===== src/hw/eth_test_pkg.sv =====
package eth_test_pkg;

    // ------------------------------
    // stream types
    // ------------------------------

    // one byte on the MAC stream
    typedef logic [7:0] byte_t;

    // frame length in bytes from 2 to 1023
    typedef logic [9:0] frame_len_t;

    // frames per run and the good and bad counters
    typedef logic [15:0] frame_cnt_t;

    // ------------------------------
    // timing defaults
    // ------------------------------

    // idle cycles between eof and the next sof
    localparam int unsigned IFG_DEFAULT = 12;

endpackage


===== src/hw/reg_map_pkg.sv =====
package reg_map_pkg;

    typedef logic [2:0]  reg_addr_t;
    typedef logic [15:0] reg_data_t;

    // register addresses
    localparam reg_addr_t REG_CTRL      = 3'd0;
    localparam reg_addr_t REG_FRAME_CNT = 3'd1;
    localparam reg_addr_t REG_FRAME_LEN = 3'd2;
    localparam reg_addr_t REG_GOOD_CNT  = 3'd3;
    localparam reg_addr_t REG_BAD_CNT   = 3'd4;
    localparam reg_addr_t REG_STATUS    = 3'd5;

    // bit positions in REG_STATUS
    localparam int unsigned STAT_BUSY_BIT = 0;
    localparam int unsigned STAT_ERR_BIT  = 1;

endpackage


===== src/hw/test_ctrl_if.sv =====
`timescale 1ns/1ps

interface test_ctrl_if import eth_test_pkg::*; ();

    // settings from the register port
    logic       start;
    frame_cnt_t frame_cnt;
    frame_len_t frame_len;

    // status from the generator and the checker
    logic       gen_busy;
    logic       chk_busy;
    frame_cnt_t good_cnt;
    frame_cnt_t bad_cnt;
    logic       any_err;

    modport ctrl (
        output start, frame_cnt, frame_len,
        input  gen_busy, chk_busy, good_cnt, bad_cnt, any_err
    );

    modport gen (
        input  start, frame_cnt, frame_len,
        output gen_busy
    );

    modport chk (
        input  start, frame_cnt, frame_len,
        output chk_busy, good_cnt, bad_cnt, any_err
    );

    modport led (
        input gen_busy, chk_busy, any_err
    );

endinterface


===== src/hw/host_reg_port.sv =====
`timescale 1ns/1ps

module host_reg_port import eth_test_pkg::*; import reg_map_pkg::*; (
    input  logic      clk20_g,
    input  logic      rst_i,
    input  logic      req_i,
    input  logic      we_i,
    input  reg_addr_t addr_i,
    input  reg_data_t wdata_i,
    output logic      ack_o,
    output reg_data_t rdata_o,
    test_ctrl_if.ctrl ctrl
);

    typedef enum logic {HS_IDLE, HS_ACK} hs_state_e;

    hs_state_e hs_state;
    logic      req_q;
    logic      access;
    logic      busy;
    reg_data_t rd_mux;

    assign busy   = ctrl.gen_busy | ctrl.chk_busy;
    // req is taken one cycle after it was registered
    assign access = (hs_state == HS_IDLE) && req_q && req_i;
    assign ack_o  = (hs_state == HS_ACK);

    // ------------------------------
    // four-phase handshake
    // ------------------------------
    always_ff @(posedge clk20_g) begin
        if (rst_i) begin
            req_q    <= 1'b0;
            hs_state <= HS_IDLE;
        end else begin
            req_q <= req_i;
            case (hs_state)
                HS_IDLE: if (access) hs_state <= HS_ACK;
                HS_ACK:  if (!req_i) hs_state <= HS_IDLE;
                default: hs_state <= HS_IDLE;
            endcase
        end
    end

    // settings and start pulse
    always_ff @(posedge clk20_g) begin
        if (rst_i) begin
            ctrl.start     <= 1'b0;
            ctrl.frame_cnt <= '0;
            ctrl.frame_len <= '0;
        end else begin
            // start is dropped while a run is still going
            ctrl.start <= access && we_i && (addr_i == REG_CTRL) && wdata_i[0] && !busy;
            if (access && we_i) begin
                case (addr_i)
                    REG_FRAME_CNT: ctrl.frame_cnt <= frame_cnt_t'(wdata_i);
                    REG_FRAME_LEN: ctrl.frame_len <= frame_len_t'(wdata_i);
                    default: ;
                endcase
            end
        end
    end

    // ------------------------------
    // read-back
    // ------------------------------
    always_comb begin
        rd_mux = '0;
        case (addr_i)
            REG_FRAME_CNT: rd_mux = ctrl.frame_cnt;
            REG_FRAME_LEN: rd_mux = reg_data_t'(ctrl.frame_len);
            REG_GOOD_CNT:  rd_mux = ctrl.good_cnt;
            REG_BAD_CNT:   rd_mux = ctrl.bad_cnt;
            REG_STATUS: begin
                rd_mux[STAT_BUSY_BIT] = busy;
                rd_mux[STAT_ERR_BIT]  = ctrl.any_err;
            end
            default: rd_mux = '0;
        endcase
    end

    // valid together with ack
    always_ff @(posedge clk20_g) begin
        if (access) begin
            rdata_o <= rd_mux;
        end
    end

endmodule


===== src/flat_wrapper.sv =====
// flat-port wrapper written by rule: the top's interface ports become plain ports
module host_reg_port_flat import eth_test_pkg::*; import reg_map_pkg::*;
  (clk20_g, rst_i, req_i, we_i, addr_i, wdata_i, ack_o, rdata_o, ctrl_start, ctrl_frame_cnt, ctrl_frame_len, ctrl_gen_busy, ctrl_chk_busy, ctrl_good_cnt, ctrl_bad_cnt, ctrl_any_err);
  test_ctrl_if ctrl_i ();
  input  logic clk20_g;
  input  logic rst_i;
  input  logic req_i;
  input  logic we_i;
  input  reg_addr_t addr_i;
  input  reg_data_t wdata_i;
  output logic ack_o;
  output reg_data_t rdata_o;
  output wire logic [$bits(ctrl_i.start)-1:0] ctrl_start;
  output wire logic [$bits(ctrl_i.frame_cnt)-1:0] ctrl_frame_cnt;
  output wire logic [$bits(ctrl_i.frame_len)-1:0] ctrl_frame_len;
  input wire logic [$bits(ctrl_i.gen_busy)-1:0] ctrl_gen_busy;
  input wire logic [$bits(ctrl_i.chk_busy)-1:0] ctrl_chk_busy;
  input wire logic [$bits(ctrl_i.good_cnt)-1:0] ctrl_good_cnt;
  input wire logic [$bits(ctrl_i.bad_cnt)-1:0] ctrl_bad_cnt;
  input wire logic [$bits(ctrl_i.any_err)-1:0] ctrl_any_err;
  assign ctrl_start = ctrl_i.start;
  assign ctrl_frame_cnt = ctrl_i.frame_cnt;
  assign ctrl_frame_len = ctrl_i.frame_len;
  assign ctrl_i.gen_busy = ctrl_gen_busy;
  assign ctrl_i.chk_busy = ctrl_chk_busy;
  assign ctrl_i.good_cnt = ctrl_good_cnt;
  assign ctrl_i.bad_cnt = ctrl_bad_cnt;
  assign ctrl_i.any_err = ctrl_any_err;
  host_reg_port u_core (.clk20_g(clk20_g), .rst_i(rst_i), .req_i(req_i), .we_i(we_i), .addr_i(addr_i), .wdata_i(wdata_i), .ack_o(ack_o), .rdata_o(rdata_o), .ctrl(ctrl_i));
endmodule

===== config.mk =====
export PLATFORM = sky130hd
export DESIGN_NAME = host_reg_port_flat
export DESIGN_NICKNAME = d
export VERILOG_FILES = /design/src/hw/eth_test_pkg.sv /design/src/hw/reg_map_pkg.sv /design/src/hw/test_ctrl_if.sv /design/src/hw/host_reg_port.sv /design/src/flat_wrapper.sv
export SDC_FILE = /design/constraint.sdc
export NUM_CORES = 1
export LEC_CHECK = 0
export BUFFER_PORTS_ARGS = -buffer_cell sky130_fd_sc_hd__buf_4
export CAP_MARGIN = 0
export CORE_MARGIN = 2
export CORE_UTILIZATION = 49
export DETAILED_ROUTE_END_ITERATION = 10
export PLACE_DENSITY = 0.85
export SETUP_SLACK_MARGIN = 0.05
export SLEW_MARGIN = 20
export SYNTH_ARGS = -nofsm -noshare
export SYNTH_HDL_FRONTEND = slang
export SYNTH_SLANG_ARGS = --single-unit

===== constraint.sdc =====
create_clock -name clk20_g -period 2.3 [get_ports clk20_g]
set_input_delay 0.115 -clock clk20_g [delete_from_list [all_inputs] [get_ports clk20_g]]
set_output_delay 0.115 -clock clk20_g [all_outputs]
set_load 0.02 [all_outputs]

==> results of run 1 <==
cells by family after synthesis:
kind of cell / after synthesis
compound gates: 42
simple gates: 75
mux: 24
buf+inv: 14
flops: 45
worst max path at each step:
stage / depth (start not counted) / startpoint / to / slack (ps)
2_1_floorplan: 1 / u_core.ack_o$_SDFF_PP0_ / u_core.rdata_o[0]$_DFFE_PP_ / 800
5_1_grt: 3 / u_core.ack_o$_SDFF_PP0_ / u_core.ctrl.frame_cnt[9]$_SDFFE_PP0P_ / 540
4_1_cts: 3 / u_core.ack_o$_SDFF_PP0_ / u_core.ctrl.frame_cnt[9]$_SDFFE_PP0P_ / 640
6_report: 3 / u_core.ack_o$_SDFF_PP0_ / u_core.ctrl.frame_cnt[9]$_SDFFE_PP0P_ / 660
3_5_place_dp: 3 / u_core.ack_o$_SDFF_PP0_ / u_core.ctrl.frame_cnt[8]$_SDFFE_PP0P_ / 640
3_3_place_gp: 3 / u_core.ack_o$_SDFF_PP0_ / u_core.ctrl.frame_cnt[9]$_SDFFE_PP0P_ / 680
routing by layer:
metal	vias up	routed length [um]	part of all wire	GRT usage
met4	0	48	0.0090	0.0588
met3	7	420	0.078	0.0640
li1	916	-	-	-
met5	-	0	0	0
met2	86	2620	0.49	0.374
met1	867	2270	0.42	0.269
power breakdown:
| group | switching [uW] | total (uW) | internal, uW |
|---|---|---|---|
| Combinational | 87.0 | 197 | 110 |
| Sequential | 4.47 | 838 | 834 |
| Clock | 260 | 615 | 354 |
| Total | 352 | 1650 | 1300 |
sequential cells by signal (all words and copies together) (netlist names):
register / flops
u_core.ack_o: 1
u_core.ctrl.start: 1
u_core.req_q: 1
u_core.ctrl.frame_cnt: 16
u_core.ctrl.frame_len: 10
u_core.rdata_o: 16
synth_stat cells (all sizes together):
master  instances  share of area
nor3            1         0.0024
and4b           1         0.0047
nor2b           3         0.0089
o22ai           1         0.0030
nand2          16          0.030
edfxtp         16           0.23
nand4b          6          0.025
nor3b           3          0.021
o21ai          14          0.033
a22oi          21          0.075
a21o            1         0.0036
dfxtp          29           0.28
and3b           1         0.0042
clkbuf          8          0.014
and2            2         0.0059
mux2            1         0.0053
buf             6          0.015
a221oi          1         0.0042
nand3           1         0.0024
o21a            3          0.011
a21oi           1         0.0024
mux2i          23           0.11
nor2            4         0.0071
nand2b         37           0.11
stage by stage:
step | cell area [um2] | power [uW] | utilization | setup slack [ps] | std cells
3_3_place_gp | 2890 | 1050 | 0.712 | 683 | 340
4_1_cts | 3010 | 1660 | 0.741 | 642 | 348
2_1_floorplan | 2110 | 945 | - | 797 | 200
3_5_place_dp | 2890 | 1050 | 0.712 | 645 | 340
6_report | 3010 | 1650 | 0.741 | 656 | 348
5_1_grt | 3010 | 1710 | 0.741 | 538 | 348
worst min-delay path: cells and delay by family:
family | cells | cell delay (ps)
simple gates | 1 | 90
buf+inv | 1 | 80
compound gates | 1 | 70
final cells by class:
class                      count  area, um2
multi-input combinational    141        985
clock inverter                 1       30.0
sequential                    45       1060
timing repair buffer         104        781
clock buffer                   7       86.3
fill                         306       1050
tap                           50       62.6
==> results.txt, run 1 <==
- Critical path endpoint category: flop
- Power per cell area: ~550 nW/um2
* Boundary pin count: 102
* Post-detail-place hpwl: 3940 um
* Routed wirelength normalized by instance count: 15.4 um
- Weighted congestion reported at the end of routability-driven placement: 0.787
- The via count of the first global-routing pass came to 1804.
* Share of post-route cells with drive strength above 1: 0.389
* Flops & latches, synth: 45
- Sink Count: 45
- The tool flagged a number of max-cap violations equal to 0.
- CTS root buf: clkbuf_8
- Register-to-register setup slack: 660 ps
- Ratio of routed vias to standard cells: 5.39
* Initial DRC count: 92
- Vert. Die Dim: 69.6 um
- Summed over all layers, the global routing overflow is 0.
- Std-Cell Rows: 23
- Worst R2R Path Depth: 3
* Total Neg Setup Slack: 0 ps
- The number of antenna violations at the first check in global routing came to 0.
- For hold timing, the worst endpoint is u_core.ctrl.frame_cnt[11]$_SDFFE_PP0P_.
- Post-CTS Resized: 0
* Die Footprint: 4840 um2
- Area fraction in compound gates after synthesis: 0.132
* Post-synthesis to final-layout area growth: 42.6%
- In this run the horizontal extent of the chip is 69.6 um.
- Number of warnings issued by yosys: 0
* Remaining antenna violation count after routing: 0
- Buffer depth of the longest clock path: 2
- Core outline area: 4060 um2
- Hold is met by 87.5 ps.
- The number of nets in the synthesized netlist is roughly 260.
- Counting both buffers and inverters, the worst setup path holds a total of 0.
* Skew-Pair Late Insertion Delay: 290 ps
- Counting every instance in the synthesized netlist gives 200.
* Commonest non-fill, non-tap cells in the layout: 104 x buf_4, 37 x nand2b_1, 29 x dfxtp_1, 23 x mux2i_1, 21 x a22oi_1
- H-tree levels: 2
- In this design, the stage delay of the slowest critical-path cell is 530 ps.
* Maximum operating frequency: about 0.6 GHz
- Mux share of post-synthesis cell area: 0.115
* Post CTS Setup Buffer Count: 0
- For this configuration, the core starts out at a cell density of 0.520.
* Fraction of the yosys area taken by sequential cells: 0.503
- Worst slew margin: 0.616
* Worst path slowest cell: and2_1
- Buffers placed on the I/O ports in this run total 101.
- Global-route usage over all layers: 0.219
* Count of endpoints failing hold in the final timing report: 0
- VDD sags by at most ~0.37 mV.
* Data required, critical path: 2520 ps
- Of the total synthesized cell area, the portion taken by XOR and XNOR cells is 0.
- Summed over all cells, the static leakage comes to 0.00134 uW.
- Antenna diode count: 0
* Worst Tran Pin Value: 574 ps
- Reg2reg end: u_core.ctrl.frame_cnt[9]$_SDFFE_PP0P_
* Status: finished clean
- On the final layout, the worst clock skew is 6.76 ps.
- Arrival time at the worst endpoint: 1870 ps
* HP Class: primary input to flop
- Clock period minus final worst setup slack: around 1600 ps
- The library cell used most frequently in the layout, excluding fill and tap cells, is buf_4.
- Hold Buf Count CTS: 0
- Setup violation total in the final timing report: 0
* Portion of the clock cycle consumed by the worst path in the final layout: 0.715
- The critical path is of the flop to flop type.
- In this design, the largest share of critical-path delay is due to simple AND/OR/NAND/NOR gates.
- CTS tree: built
- Adder-Cell Fraction of Synth Area: 0
* Number of iterations in the first detailed-routing pass: 4
- Number of different library cells in the post-synthesis netlist: 28
- Clock-pin slew on the worst setup and hold paths: 80 ps
* Total number of nets in the final design: ~360
* Worst Path Max Fanout: 12
- Pins over their slew limit: 0
- The cell area that synthesis handed to floorplanning was approximately 2100 um2.
- First-pass GRT wire length: 8450 um
* Crit start category: flop
- Maximum number of pins on one net before global-route repair: 44
* Number of remaining DRC errors: 0
- Worst Hold Launch: wdata_i[11]
* Drt total wl: between 5000 and 6000 um
- After synthesis, the largest family of logic cells by area is simple AND/OR/NAND/NOR gates.
- Setup repair after global routing missed its margin: false
* Cell depth of the worst min-delay path: 3
* Area share of and/or/nand/nor cells after synthesis: 0.221
- List of cells traversed by the critical path: and4b_1, and2_1, mux2i_1
* Number of CTS-inserted buffers: 5
- In this run the critical register-to-register path is launched from u_core.ack_o$_SDFF_PP0_.
- Vias after detailed routing: roughly 1900
* Mean instance size in the synthesized netlist: between 10 and 15 um2
Power figures use the tool's default switching activity.
==> inputs of run 2 (changes only) <==
--- a/config.mk
+++ b/config.mk
@@ -5,12 +5,13 @@
 export SDC_FILE = /design/constraint.sdc
 export NUM_CORES = 1
 export LEC_CHECK = 0
+export ABC_AREA = 1
 export BUFFER_PORTS_ARGS = -buffer_cell sky130_fd_sc_hd__buf_4
 export CAP_MARGIN = 0
 export CORE_MARGIN = 2
-export CORE_UTILIZATION = 49
+export CORE_UTILIZATION = 46
 export DETAILED_ROUTE_END_ITERATION = 10
-export PLACE_DENSITY = 0.85
+export PLACE_DENSITY = 0.81
 export SETUP_SLACK_MARGIN = 0.05
 export SLEW_MARGIN = 20
 export SYNTH_ARGS = -nofsm -noshare
==> constraint.sdc (replaced) <==
create_clock -name clk20_g -period 1.7 [get_ports clk20_g]
set_input_delay 0.085 -clock clk20_g [delete_from_list [all_inputs] [get_ports clk20_g]]
set_output_delay 0.085 -clock clk20_g [all_outputs]
set_load 0.02 [all_outputs]
==> run 2 against run 1 <==
Sequential power grew 36%. Clock-buffer cell count grew 1. Clock power grew 9.4%. Critical path depth grew 2. Power grew 27%. First-iteration DRC count grew 50%. Synthesized area shrank 0.59%. Via count grew 17%. Die area grew 5.5%. Final cell count grew 28%. Combinational power grew 47%. Fmax grew 26%. Critical path type unchanged. Critical endpoint is now u_core.ctrl.frame_len[5]$_SDFFE_PP0P_.
==> results.txt, run 2 <==
* Status: finished clean (unchanged)
* Portion of the clock cycle consumed by the worst path in the final layout: 0.769 (was 0.715)
- The worst hold-check slack came to 38.1 ps (was 87.5 ps).
- Critical path endpoint category: flop (unchanged)
- Std-Cell Rows: 24 (was 23)
- Clock-pin slew on the worst setup and hold paths: 80 ps (about the same)
- Setup repair after global routing missed its margin: false (unchanged)
* Gate Count Post-Synth: 287 (was 200)
* Drt total wl: 5730 um (was 5360 um)
* Core outline area: 4380 um2 (was 4060 um2)
* Setup violation total in the final timing report: 0 (unchanged)
- Placed inst area: 2930 um2 (was 2890 um2)
* Port Buffer Count: 101 (unchanged)
* Worst Tran Pin Value: 1070 ps (was 574 ps)
- The synthesized cell area is 2100 um2 (was 2110 um2).
* Power Total: 2100 uW (was 1650 uW)
- The worst slew margin relative to its limit is 0.285 (was 0.616).
* Total gr overflow: 0 (unchanged)
* Fraction of the yosys area taken by sequential cells: 0.506 (was 0.503)
* Crit start category: flop (unchanged)
- Commonest non-fill, non-tap cell in the layout: buf_4 (unchanged)
* Switching power: 493 uW (was 352 uW)
- The via count of the first global-routing pass is 2132 (was 1804).
- Area of combinational cells with multiple inputs: 873 um2 (was 985 um2)
- The clock group share of total power came to 0.320 (was 0.372).
* Width of the chip: 71.5 um (was 69.6 um)
* Sequential cell area: 1060 um2 (unchanged)
- Count of endpoints failing hold in the final timing report: 0 (unchanged)
* Power per cell area: 695 nW/um2 (was 549 nW/um2)
- The max-slew violation count is 0 (unchanged).
- Most repeated cell in the gate-level netlist after synthesis: nand2_1 (was nand2b_1)
- The number of filler cells placed in the layout came to 371 (was 306).
- The area growth from synthesis to layout came to 44.4% (was 42.6%).
* List of cells traversed by the critical path: inv_1, nand4_1, nor2_2, nor2_1, nor2_1 (was and4b_1, and2_1, mux2i_1)
* Weighted congestion reported at the end of routability-driven placement: 0.798 (was 0.787)
* Ranking of synthesized cells by instance count: 88 x nand2_1, 58 x nor2_1, 37 x nand3_1, 29 x dfxtp_1, 24 x inv_1 (was 37 x nand2b_1, 29 x dfxtp_1, 23 x mux2i_1, 21 x a22oi_1, 16 x edfxtp_1)
- Number of warnings issued by yosys: 0 (unchanged)
- Number of remaining DRC errors: 0 (unchanged)
- Vert. Die Dim: 71.5 um (was 69.6 um)
- The number of antenna violations at the first check in global routing came to 0 (unchanged).
- The total via count in the routed design was 2193 (was 1876).
* Data required, critical path: 1930 ps (was 2520 ps)
* Post-CTS Resized: 0 (unchanged)
* Crit path top cell by count: nor2_1
- The number of clock buffers inserted by TritonCTS is 5 (unchanged).
* Utilization after layout: 0.690 (was 0.741)
- The largest net degree at the start of global routing is 27 (was 44).
* Fraction of post-synthesis cell area in the top cell type by area: 0.277 (was 0.275)
- Number of enable-type register cells in the synthesized netlist: 16 (unchanged)
- Commonest non-fill, non-tap cells in the layout: 110 x buf_4, 88 x nand2_1, 58 x nor2_1, 37 x nand3_1, 29 x dfxtp_1 (was 104 x buf_4, 37 x nand2b_1, 29 x dfxtp_1, 23 x mux2i_1, 21 x a22oi_1).
- Post-route clock skew: 4.48 ps (was 6.76 ps)
- Sink Count: 45 (unchanged)
- Mean instance size in the synthesized netlist: 7.30 um2 (was 10.5 um2)
* Largest regs: u_core.ctrl.frame_cnt (16), u_core.rdata_o (16), u_core.ctrl.frame_len (10) (unchanged)
- Worst Path Max Fanout: 10 (was 12)
- The number of max-cap violations was 0 (unchanged).
- Mapped Nets: 345 (was 258)
- The H-tree depth was 2 (unchanged).
- The biggest area consumer among synthesized cells is dfxtp_1 (unchanged).
- Number of buffers and inverters on the critical path: 1 (was 0)
- The half-perimeter wire length of the detailed placement result came to 4160 um (was 3940 um).
- The switching part of the total is 0.234 (was 0.213).
* Die Footprint: 5110 um2 (was 4840 um2)
- Number of iterations in the first detailed-routing pass: 5 (was 4)
- Total number of nets in the final design: 451 (was 355)
* Worst path slowest cell: nor2_2 (was and2_1)
- The clock tree from TritonCTS is built (unchanged).
* Boundary pin count: 102 (unchanged)
- Portion of total power attributed to combinational logic: 0.137 (was 0.119)
- Skew-Pair Late Insertion Delay: 290 ps (about the same)
- The largest stage delay on the critical path came to 450 ps (was 530 ps).
- The count of cell types in the netlist is 19 (was 28).
- Crit Path Class: flop to flop (unchanged)
* Routed wirelength normalized by instance count: 12.8 um (was 15.4 um)
- The relative contribution of sequential cells to total power was 0.543 (was 0.508).
- Global-route usage over all layers: 0.220 (was 0.219)
* Internal power of the cells: 1610 uW (was 1300 uW)
* Primary FF master, synth: dfxtp_1 (unchanged)
- Flops & latches, synth: 45 (unchanged)
- Maximum operating frequency: 0.765 GHz (was 0.608 GHz)
* Ratio of routed vias to standard cells: 4.92 (was 5.39)
- HP Class: primary input to flop (unchanged)
* Arrival time at the worst endpoint: 1530 ps (was 1870 ps)
- Post-route cell area: 3030 um2 (was 3010 um2)
* Total Neg Setup Slack: 0 ps (unchanged)
- The clock tree buffer depth was 2 (unchanged).
- Leading post-synthesis cells by cell area: dfxtp_1 28%, edfxtp_1 23%, nand2_1 16% (was dfxtp_1 28%, edfxtp_1 23%, nand2b_1 11%)
- Leak Pwr: 0.00145 uW (was 0.00134 uW)
- Post-synthesis async set-or-reset flop share: 0 (unchanged)
* Antenna diode count: 0 (unchanged)
* CTS root buf: clkbuf_8 (unchanged)
- Initial Utilization: 0.478 (was 0.520)
* Peak supply drop: 0.419 mV (was 0.371 mV)
- The family with the most delay on the worst path is simple AND/OR/NAND/NOR gates (unchanged).
* Initial DRC count: 138 (was 92)
* Remaining antenna violation count after routing: 0 (unchanged)
* First-pass GRT wire length: 8940 um (was 8450 um)
* Clock period minus final worst setup slack: 1310 ps (was 1640 ps)
* Share of post-route cells with drive strength above 1: 0.315 (was 0.389)
==> run 2: changes by cell type in the layout (fill, tap and decap cells not counted), sizes merged, moves of 10 or more <==
cell,previous run,this run
nand4,0,10
o21ai,14,0
nand3,1,38
inv,0,26
nor2,4,62
nand2,16,88
mux2i,23,0
nand2b,37,0
a22oi,21,0
==> run 2: routing by layer <==
| layer | up-vias | GRT usage | part of all wire |
|---|---|---|---|
| li1 | 1114 | - | - |
| met1 | 983 | 0.248 | 0.39 |
| met2 | 85 | 0.397 | 0.51 |
| met3 | 11 | 0.0380 | 0.077 |
| met4 | 0 | 0.111 | 0.021 |
| met5 | - | 0 | 0 |
==> run 2: final timing paths <==
| path | startpoint | to | slack (ps) | depth (start not counted) |
|---|---|---|---|---|
| max | u_core.ack_o$_SDFF_PP0_ | u_core.ctrl.frame_len[5]$_SDFFE_PP0P_ | 390 | 5 |
| min | req_i | u_core.req_q$_SDFF_PP0_ | 40 | 3 |
| max reg2reg | u_core.ack_o$_SDFF_PP0_ | u_core.ctrl.frame_len[5]$_SDFFE_PP0P_ | 390 | 5 |
| min reg2reg | u_core.req_q$_SDFF_PP0_ | u_core.ack_o$_SDFF_PP0_ | 500 | 1 |
==> run 2: timing repair <==
action	CTS	global route
endpoints found under the hold margin	1	0
hold buffers	1	0
setup buffers	0	0
==> run 2: cell type report <==
type                    instances  area share
flip-flops and latches         45       0.351
multi-input cells             203       0.289
repair buffers                111       0.276
inverters                      27      0.0335
clock buffers                   8      0.0298
well taps                      52      0.0215
==> run 2: cell families (layout without fill, tap and decap cells) <==
logic type | Yosys count | after routing | synth area share
simple gates | 201 | 201 | 0.410
compound gates | 2 | 2 | 0.00716
buf+inv | 39 | 146 | 0.0770
flops | 45 | 45 | 0.506
==> run 2: through the flow <==
stage | std cells | worst slack, ps
finish | 446 | 393
global placement | 437 | 246
detailed placement | 437 | 177
floorplan | 287 | 445
CTS | 446 | 401
global route | 446 | 251
==> run 2: power by group through the flow <==
stage               Clock (uW)  Combinational, uW  Sequential, uW
floorplan                    0                102            1190
global placement             0                280            1170
detailed placement           0                286            1170
CTS                        686                288            1140
global route               723                314            1140
finish                     673                289            1140
==> run 2: tightest hold or removal path, stage by stage <==
cell,delay [ps]
buf_4,120
inv_1,40
nor2_1,40
